<file path="src/design/bridge_pkg.sv">
package bridge_pkg;

  localparam int ADDR_W     = 32;
  localparam int DATA_W     = 32;
  localparam int LINE_WORDS = 4;
  localparam int STRB_W     = 4;

  typedef logic [2:0] req_type_t;

  localparam req_type_t TYPE_BYTE = 3'd0;
  localparam req_type_t TYPE_HALF = 3'd1;
  localparam req_type_t TYPE_WORD = 3'd2;
  localparam req_type_t TYPE_LINE = 3'd4;

  localparam logic [3:0] ID_INST = 4'd0;
  localparam logic [3:0] ID_DATA = 4'd1;

  typedef struct packed {
    logic [ADDR_W-1:0] addr;
    req_type_t         rtype;
  } rd_req_t;

  // word 0 sits in the top bits and is data[0]
  typedef struct packed {
    logic [ADDR_W-1:0]                      addr;
    req_type_t                              rtype;
    logic [STRB_W-1:0]                      strb;
    logic [0:LINE_WORDS-1][DATA_W-1:0]      data;
  } wr_req_t;

  typedef struct packed {
    logic [DATA_W-1:0] data;
    logic              last;
  } ret_t;

  typedef struct packed {
    logic [3:0]        id;
    logic [ADDR_W-1:0] addr;
    logic [7:0]        len;
    logic [2:0]        size;
  } axi_ar_t;

  typedef struct packed {
    logic [ADDR_W-1:0] addr;
    logic [7:0]        len;
    logic [2:0]        size;
  } axi_aw_t;

  typedef struct packed {
    logic [DATA_W-1:0] data;
    logic [STRB_W-1:0] strb;
    logic              last;
  } axi_w_t;

  typedef struct packed {
    logic [3:0]        id;
    logic [DATA_W-1:0] data;
    logic              last;
  } axi_r_t;

  // a line is four beats, everything else is one
  function automatic logic [7:0] burst_len(req_type_t rtype);
    return (rtype == TYPE_LINE) ? 8'd3 : 8'd0;
  endfunction

  function automatic logic [2:0] burst_size(req_type_t rtype);
    logic [2:0] size;
    case (rtype)
      TYPE_BYTE: size = 3'd0;
      TYPE_HALF: size = 3'd1;
      default:   size = 3'd2;
    endcase
    return size;
  endfunction

endpackage

</file>
<file path="src/design/req_slot.sv">
module req_slot #(
  parameter type payload_t = logic
) (
  input  logic     aclk,
  input  logic     reset,
  input  logic     load,
  input  payload_t load_data,
  input  logic     ready,
  output logic     valid,
  output payload_t data
);

  always_ff @(posedge aclk) begin
    if (reset) begin
      valid <= 1'b0;
    end else if (load) begin
      valid <= 1'b1;
    end else if (valid && ready) begin
      valid <= 1'b0;
    end
  end

  always_ff @(posedge aclk) begin
    if (load) begin
      data <= load_data;
    end
  end

  // upstream must not reload while the slot is still waiting on ready
  payload_stable: assert property (
    @(posedge aclk) disable iff (reset)
    valid && !ready |=> $stable(data)
  );

endmodule

</file>
<file path="src/design/read_arbiter.sv">
module read_arbiter (
  input  logic                aclk,
  input  logic                reset,
  input  logic                inst_rd_req,
  input  logic                data_rd_req,
  input  bridge_pkg::rd_req_t inst_rd,
  input  bridge_pkg::rd_req_t data_rd,
  output logic                inst_rd_rdy,
  output logic                data_rd_rdy,
  input  logic                write_busy,
  input  logic                slot_full,
  output logic                ar_load,
  output bridge_pkg::axi_ar_t ar_data,
  input  logic                rvalid,
  input  bridge_pkg::axi_r_t  r,
  output logic                inst_ret_valid,
  output logic                data_ret_valid,
  output bridge_pkg::ret_t    inst_ret,
  output bridge_pkg::ret_t    data_ret
);
  import bridge_pkg::*;

  logic       inst_out_q;
  logic       data_out_q;
  logic       inst_gnt;
  logic       data_gnt;
  logic [1:0] gnt_q;
  rd_req_t    win;
  ret_t       beat;

  // data reads also hold off behind a pending write
  assign data_rd_rdy = !data_out_q && !slot_full && !write_busy;
  assign data_gnt    = data_rd_req && data_rd_rdy;

  // data wins a same-cycle tie
  assign inst_rd_rdy = !inst_out_q && !slot_full && !data_gnt;
  assign inst_gnt    = inst_rd_req && inst_rd_rdy;

  assign ar_load = inst_gnt || data_gnt;
  assign win     = data_gnt ? data_rd : inst_rd;

  always_comb begin
    ar_data.id   = data_gnt ? ID_DATA : ID_INST;
    ar_data.addr = win.addr;
    ar_data.len  = burst_len(win.rtype);
    ar_data.size = burst_size(win.rtype);
  end

  // owner of the AR slot, one bit per port
  always_ff @(posedge aclk) begin
    if (reset) begin
      gnt_q <= 2'b00;
    end else if (ar_load) begin
      gnt_q <= {data_gnt, inst_gnt};
    end else if (!slot_full) begin
      gnt_q <= 2'b00;
    end
  end

  always_ff @(posedge aclk) begin
    if (reset) begin
      inst_out_q <= 1'b0;
      data_out_q <= 1'b0;
    end else begin
      if (inst_gnt) begin
        inst_out_q <= 1'b1;
      end else if (inst_ret_valid && r.last) begin
        inst_out_q <= 1'b0;
      end
      if (data_gnt) begin
        data_out_q <= 1'b1;
      end else if (data_ret_valid && r.last) begin
        data_out_q <= 1'b0;
      end
    end
  end

  // steer by rid, no back-pressure on returns
  assign beat           = '{data: r.data, last: r.last};
  assign inst_ret_valid = rvalid && (r.id == ID_INST);
  assign data_ret_valid = rvalid && (r.id == ID_DATA);
  assign inst_ret       = beat;
  assign data_ret       = beat;

  r_id_outstanding: assert property (
    @(posedge aclk) disable iff (reset)
    rvalid |-> (inst_ret_valid && inst_out_q) || (data_ret_valid && data_out_q)
  );

  // a beat cannot answer an AR that is still waiting in the slot
  r_after_ar: assert property (
    @(posedge aclk) disable iff (reset)
    rvalid && slot_full |-> !(gnt_q[0] && inst_ret_valid) && !(gnt_q[1] && data_ret_valid)
  );

endmodule

</file>
<file path="src/design/beat_counter.sv">
module beat_counter (
  input  logic       aclk,
  input  logic       reset,
  input  logic       start,
  input  logic [7:0] len,
  input  logic       step,
  output logic       last_beat
);

  logic [7:0] count_q;
  logic [7:0] len_q;

  always_ff @(posedge aclk) begin
    if (reset) begin
      count_q <= 8'd0;
      len_q   <= 8'd0;
    end else if (start) begin
      count_q <= 8'd0;
      len_q   <= len;
    end else if (step) begin
      count_q <= count_q + 8'd1;
    end
  end

  // beat numbers run 0..len
  assign last_beat = (count_q == len_q);

endmodule

</file>
<file path="src/design/write_line_buffer.sv">
module write_line_buffer (
  input  logic                          aclk,
  input  logic                          reset,
  input  logic                          load,
  input  bridge_pkg::wr_req_t           req,
  input  logic                          shift,
  output logic [bridge_pkg::DATA_W-1:0] word,
  output logic [bridge_pkg::STRB_W-1:0] strb
);
  import bridge_pkg::*;

  logic [DATA_W-1:0] words_q [LINE_WORDS];
  logic [STRB_W-1:0] strb_q;

  always_ff @(posedge aclk) begin
    if (load) begin
      for (int i = 0; i < LINE_WORDS; i++) begin
        words_q[i] <= req.data[i];
      end
    end else if (shift) begin
      // next word moves to the front
      for (int i = 0; i < LINE_WORDS - 1; i++) begin
        words_q[i] <= words_q[i + 1];
      end
    end
  end

  // no byte enabled until a request is loaded
  always_ff @(posedge aclk) begin
    if (reset) begin
      strb_q <= '0;
    end else if (load) begin
      strb_q <= (req.rtype == TYPE_LINE) ? {STRB_W{1'b1}} : req.strb;
    end
  end

  assign word = words_q[0];
  assign strb = strb_q;

endmodule

</file>
<file path="src/design/write_fsm.sv">
module write_fsm (
  input  logic                          aclk,
  input  logic                          reset,
  input  logic                          wr_req,
  input  bridge_pkg::wr_req_t           wr,
  output logic                          wr_rdy,
  output logic                          write_busy,
  input  logic                          aw_full,
  output logic                          aw_load,
  output bridge_pkg::axi_aw_t           aw_data,
  output logic                          wvalid,
  input  logic                          wready,
  output logic                          wlast,
  output logic [bridge_pkg::DATA_W-1:0] wdata,
  output logic [bridge_pkg::STRB_W-1:0] wstrb,
  input  logic                          bvalid,
  output logic                          bready
);
  import bridge_pkg::*;

  typedef enum logic [1:0] {IDLE, ADDR, DATA, RESP} state_t;

  state_t state_q;
  state_t state_d;
  logic   accept;
  logic   data_phase;
  logic   shift;
  logic   last_beat;

  assign wr_rdy     = (state_q == IDLE);
  assign write_busy = (state_q != IDLE);
  assign accept     = wr_req && wr_rdy;
  assign aw_load    = accept;

  always_comb begin
    aw_data.addr = wr.addr;
    aw_data.len  = burst_len(wr.rtype);
    aw_data.size = burst_size(wr.rtype);
  end

  // first beat goes out as soon as the AW slot has drained
  assign data_phase = (state_q == DATA) || (state_q == ADDR && !aw_full);
  assign wvalid     = data_phase;
  assign shift      = data_phase && wready;
  assign wlast      = data_phase && last_beat;
  assign bready     = (state_q == RESP);

  always_comb begin
    state_d = state_q;
    case (state_q)
      IDLE: begin
        if (accept) begin
          state_d = ADDR;
        end
      end
      ADDR, DATA: begin
        if (shift && last_beat) begin
          state_d = RESP;
        end else if (data_phase) begin
          state_d = DATA;
        end
      end
      RESP: begin
        if (bvalid) begin
          state_d = IDLE;
        end
      end
      default: state_d = IDLE;
    endcase
  end

  always_ff @(posedge aclk) begin
    if (reset) begin
      state_q <= IDLE;
    end else begin
      state_q <= state_d;
    end
  end

  beat_counter u_beat_counter (
    .aclk      (aclk),
    .reset     (reset),
    .start     (accept),
    .len       (aw_data.len),
    .step      (shift),
    .last_beat (last_beat)
  );

  write_line_buffer u_line_buffer (
    .aclk  (aclk),
    .reset (reset),
    .load  (accept),
    .req   (wr),
    .shift (shift),
    .word  (wdata),
    .strb  (wstrb)
  );

  // memory side only answers after the last W beat
  b_only_in_resp: assert property (
    @(posedge aclk) disable iff (reset)
    bvalid |-> state_q == RESP
  );

endmodule

</file>
<file path="src/design/mem_bridge_top.sv">
module mem_bridge_top (
  input  logic                aclk,
  input  logic                reset,
  // instruction read port
  input  logic                inst_rd_req,
  input  bridge_pkg::rd_req_t inst_rd,
  output logic                inst_rd_rdy,
  output logic                inst_ret_valid,
  output bridge_pkg::ret_t    inst_ret,
  // data read port
  input  logic                data_rd_req,
  input  bridge_pkg::rd_req_t data_rd,
  output logic                data_rd_rdy,
  output logic                data_ret_valid,
  output bridge_pkg::ret_t    data_ret,
  // data write port
  input  logic                wr_req,
  input  bridge_pkg::wr_req_t wr,
  output logic                wr_rdy,
  // AXI3 master
  output bridge_pkg::axi_ar_t ar,
  output logic                arvalid,
  input  logic                arready,
  input  bridge_pkg::axi_r_t  r,
  input  logic                rvalid,
  output bridge_pkg::axi_aw_t aw,
  output logic                awvalid,
  input  logic                awready,
  output bridge_pkg::axi_w_t  w,
  output logic                wvalid,
  input  logic                wready,
  input  logic                bvalid,
  output logic                bready
);
  import bridge_pkg::*;

  logic              write_busy;
  logic              ar_load;
  axi_ar_t           ar_data;
  logic              aw_load;
  axi_aw_t           aw_data;
  logic              wlast;
  logic [DATA_W-1:0] wdata;
  logic [STRB_W-1:0] wstrb;

  read_arbiter u_read_arbiter (
    .aclk           (aclk),
    .reset          (reset),
    .inst_rd_req    (inst_rd_req),
    .data_rd_req    (data_rd_req),
    .inst_rd        (inst_rd),
    .data_rd        (data_rd),
    .inst_rd_rdy    (inst_rd_rdy),
    .data_rd_rdy    (data_rd_rdy),
    .write_busy     (write_busy),
    .slot_full      (arvalid),
    .ar_load        (ar_load),
    .ar_data        (ar_data),
    .rvalid         (rvalid),
    .r              (r),
    .inst_ret_valid (inst_ret_valid),
    .data_ret_valid (data_ret_valid),
    .inst_ret       (inst_ret),
    .data_ret       (data_ret)
  );

  req_slot #(.payload_t(axi_ar_t)) u_ar_slot (
    .aclk      (aclk),
    .reset     (reset),
    .load      (ar_load),
    .load_data (ar_data),
    .ready     (arready),
    .valid     (arvalid),
    .data      (ar)
  );

  write_fsm u_write_fsm (
    .aclk       (aclk),
    .reset      (reset),
    .wr_req     (wr_req),
    .wr         (wr),
    .wr_rdy     (wr_rdy),
    .write_busy (write_busy),
    .aw_full    (awvalid),
    .aw_load    (aw_load),
    .aw_data    (aw_data),
    .wvalid     (wvalid),
    .wready     (wready),
    .wlast      (wlast),
    .wdata      (wdata),
    .wstrb      (wstrb),
    .bvalid     (bvalid),
    .bready     (bready)
  );

  req_slot #(.payload_t(axi_aw_t)) u_aw_slot (
    .aclk      (aclk),
    .reset     (reset),
    .load      (aw_load),
    .load_data (aw_data),
    .ready     (awready),
    .valid     (awvalid),
    .data      (aw)
  );

  assign w = '{data: wdata, strb: wstrb, last: wlast};

endmodule

</file>
<file path="config.mk">
export PLATFORM = sky130hd
export DESIGN_NAME = mem_bridge_top
export DESIGN_NICKNAME = d
export VERILOG_FILES = /design/src/design/bridge_pkg.sv /design/src/design/req_slot.sv /design/src/design/read_arbiter.sv /design/src/design/beat_counter.sv /design/src/design/write_line_buffer.sv /design/src/design/write_fsm.sv /design/src/design/mem_bridge_top.sv
export SDC_FILE = /design/constraint.sdc
export NUM_CORES = 1
export LEC_CHECK = 0
export BUFFER_PORTS_ARGS = -buffer_cell sky130_fd_sc_hd__buf_4
export CAP_MARGIN = 20
export CORE_AREA = 2 2 190 192
export CTS_CLUSTER_SIZE = 30
export DETAILED_ROUTE_END_ITERATION = 16
export DIE_AREA = 0 0 192 194
export GPL_ROUTABILITY_DRIVEN = 0
export GPL_TIMING_DRIVEN = 0
export MAX_ROUTING_LAYER = met4
export PLACE_DENSITY = 0.5
export SLEW_MARGIN = 20
export SYNTH_ARGS = -nofsm -noshare
export SYNTH_HDL_FRONTEND = slang
export SYNTH_SLANG_ARGS = --single-unit
</file>
<file path="constraint.sdc">
create_clock -name aclk -period 7.6 [get_ports aclk]
set_clock_uncertainty 0.1 [all_clocks]
set_input_delay 0.76 -clock aclk [delete_from_list [all_inputs] [get_ports aclk]]
set_output_delay 0.76 -clock aclk [all_outputs]
set_load 0.01 [all_outputs]
</file>
==> impl_summary.log <==
[metrics] run status: finished, final reports clean
[metrics] clock input transition at the sequential cells of the worst setup and hold paths: ~0.060 ns
[metrics] top flip-flop cell by instance count after synthesis: edfxtp_1
[metrics] most frequently used cell type in the post-synthesis netlist: edfxtp_1
[metrics] post-synthesis sequential area ratio: 65.8%
[metrics] count of buffers from port buffering: about 440
[metrics] worst-path maximum fanout: 10
[metrics] CTS Buf Count: 27
[metrics] Final Hold Viols: 0
[metrics] per-cell via count in the routed design: 4.03
[metrics] leak pwr: 6.34 nW
[metrics] Synth async-reset ratio: 0%
[metrics] TritonCTS clock tree: done
[metrics] cts hold-fix bufs: 0
[metrics] Iter 0 DRT Violations: 170
[metrics] cell chosen for the clock root: clkbuf_16
[metrics] maximum number of pins on one net before global-route repair: 54
[metrics] EDFF count, synth: 199
[metrics] number of ports placed on the die boundary: a little under 500
[metrics] Tmin final: 3.10 ns
[metrics] vias: about 6.3k
[metrics] die footprint: ~37000 sq um
[metrics] Worst Hold Class: input port to register
[metrics] dominant combinational cell family by area after synthesis: multiplexers
[metrics] clock tree buffer depth: 3
[metrics] CP Data Required Time: just under 7 ns
[metrics] pwr dens: approximately 330 nW/um^2
[metrics] setup TNS after final layout: 0 ns
[metrics] sinks on the clock net: between 200 and 250
[metrics] distinct cell type count of the synthesized netlist: 43
[metrics] nature of the critical path startpoint: register
[metrics] starting utilization of the core area: a little over a quarter
[metrics] total grt overflow: 0
[metrics] clock latency of the later-clocked register in the worst-skew pair: 0.55 ns
[metrics] Critical Path Sink Type: primary output
[metrics] Mapped Cells: between 500 and 600
[metrics] simple-gate share of the synthesized area: 3.62%
[metrics] Netlist Area Pre-Place: 9670 sq um
[metrics] number of global-route vias before repair: around 6.5k
[metrics] number of endpoints failing setup at the final stage: 0
[metrics] synthesized area per cell: 16.4 sq um
[metrics] area growth from synthesis to final layout: 50.5%
[metrics] fraction of final layout cells with drive strength greater than 1: 68.1%
[metrics] slew at the pin closest to its max-slew limit: between 0.6 and 0.7 ns
[metrics] area fraction of the dominant cell type after synthesis: 61.8%
[metrics] total length of routed wires: around 26000 um
[metrics] Synth Register Bits: roughly 220
[metrics] length of the first detailed-routing pass in iterations: 4
[metrics] portion of netlist area occupied by mux cells: 16.8%
[metrics] number of nets with antenna violations after detailed routing: 0
[metrics] Synth Area in Adders: less than 1%
[metrics] standard-cell row count: 69
[metrics] largest voltage drop on the vdd net: 0.176 mV
[metrics] kind of critical path: register to primary output
[metrics] Warnings, synthesis: 0
[metrics] final net count: around 1.4k
[metrics] WL/cell: ~17 um
[metrics] antenna violations before repair: 2
[metrics] buffers inserted by post-CTS timing repair: 0
[metrics] biggest area consumer among synthesized cells: edfxtp_1
[metrics] final period utilization: approximately 41%
[metrics] XOR/XNOR share of the synthesized area: 0.453%
[metrics] global-route wire length before repair: 37300 um
[metrics] total routing resource utilization after global routing: 13.5%
[metrics] relative slew slack: 56.2%
[metrics] Residual DRC: 0
[metrics] H-tree depth reported by CTS: 1
[metrics] commonest cells in the netlist: edfxtp_1 (199), buf_4 (124), mux2_2 (88)
[metrics] CORE AREA: 35200 sq um
[metrics] worst path arrival time: 2.24 ns
[metrics] number of gates resized after cts: 0
[metrics] Util after Layout: a little over 40%
[metrics] main area contributors after synthesis: edfxtp_1 (62%), mux2_2 (10%), buf_4 (9.6%), mux2_4 (6.2%), dfxtp_1 (3.9%)
[metrics] f_max: 322 MHz
[metrics] height of the die: 194 um
[metrics] fraction of the mapped netlist area in compound gates: 1.57%
[metrics] placed wire-length estimate after detailed placement: 19300 um
[metrics] setup repair after global routing missed its margin: false
[metrics] number of violations of the max-capacitance limit: 0
[metrics] Horiz. Die Dim: 192 um
[metrics] final-report max-slew violation count: 0
==> kinds of logic after synthesis <==
family | Yosys count
other | 1
adder cells (fa/ha/maj) | 5
AND/OR/NAND/NOR | 66
multiplexers | 131
XOR/XNOR | 5
flip-flops | 218
AO/OA/AOI/OAI | 22
buffers and inverters | 142
==> cell type report <==
class,instances,area [sq um]
Buffer,137,1060
Multi-Input combinational cell,246,2310
Clock buffer,33,698
Clock inverter,15,148
Timing Repair Buffer,439,3370
Sequential cell,218,6360
Antenna cell,2,5.00
Inverter,5,21.3
Fill cell,3317,20700
Tap cell,461,577
==> per-layer routing <==
metal / GRT usage, % / routed length (um)
met1: 15.5 / 9990
met2: 22.8 / 12900
met3: 3.31 / 2080
met4: 4.55 / 803
met5: - / 0
==> final timing paths <==
path / from / depth (start not counted) / end / slack [ns]
worst min register to register: u_write_fsm.u_beat_counter.len_q[0] / 2 / u_write_fsm.u_beat_counter.len_q[0] / 0.39
worst max-delay path: u_write_fsm.state_q[0] / 7 / inst_rd_rdy / 4.50
worst min-delay path: wr[10] / 1 / u_write_fsm.u_line_buffer.words_q[0][106] / 0.29
worst max register to register: u_write_fsm.state_q[0] / 7 / u_write_fsm.u_line_buffer.words_q[0][86] / 5.09
==> sequential cells by signal (all words and copies together) (netlist names) <==
register and cells:
u_write_fsm.u_line_buffer.words_q 128, u_ar_slot.data 36, u_aw_slot.data 35, u_write_fsm.u_beat_counter.count_q 8, u_write_fsm.u_line_buffer.strb 4, u_write_fsm.state_q 2
u_ar_slot.valid 1, u_aw_slot.valid 1, u_read_arbiter.data_out_q 1, u_read_arbiter.inst_out_q 1, u_write_fsm.u_beat_counter.len_q 1
==> metrics by stage <==
stage               hold WS (ns)  instances  power [W]  setup slack (ns)  area [sq um]
floorplan                  0.350        606    0.00286              3.85          9730
global placement           0.369       1502    0.00354              2.20         13600
finish                     0.288       1556    0.00475              4.50         14500
detailed placement         0.383       1506    0.00356              4.81         13700
CTS                        0.255       1554    0.00484              4.40         14500
global route               0.259       1556    0.00499              4.30         14500
==> power breakdown <==
group | switching (W) | internal [W]
Combinational | 0.000733 | 0.000819
Clock | 0.000506 | 0.000748
Sequential | 0.000106 | 0.00184
Total | 0.00135 | 0.00341
==> worst max-delay path, cell delays in order (launching register included) <==
cell and delay, ns:
dfxtp_1 0.34, inv_1 0.09, ha_1 0.24, nor4bb_1 0.24, clkbuf_1 0.27, buf_2 0.29
nor3_1 0.07, buf_4 0.15
==> cells in the final DEF, fill, tap and decap left out, types with 2 or more instances in the layout <==
master and n:
mux2i_1 3, clkinv_2 3, a21oi_1 7, clkbuf_1 9, clkinv_1 7, or3_1 2, xor2_1 5, nand2b_1 5
buf_12 4, nor3b_1 3, inv_1 4, nand2_1 7, o211ai_1 2, mux2_4 40, buf_16 3, o21ai_0 3
dfxtp_1 19, and2_1 2, nand3_1 2, ha_1 5, nor2b_1 3, bufinv_16 3, or2_2 2, clkbuf_16 27
edfxtp_1 199, nor3_1 11, buf_2 4, o2111ai_1 3, conb_1 17, buf_8 2, buf_4 559, nor2_1 21
diode_2 2, mux2_2 88
Note: power is estimated with default switching activity, not from simulation.
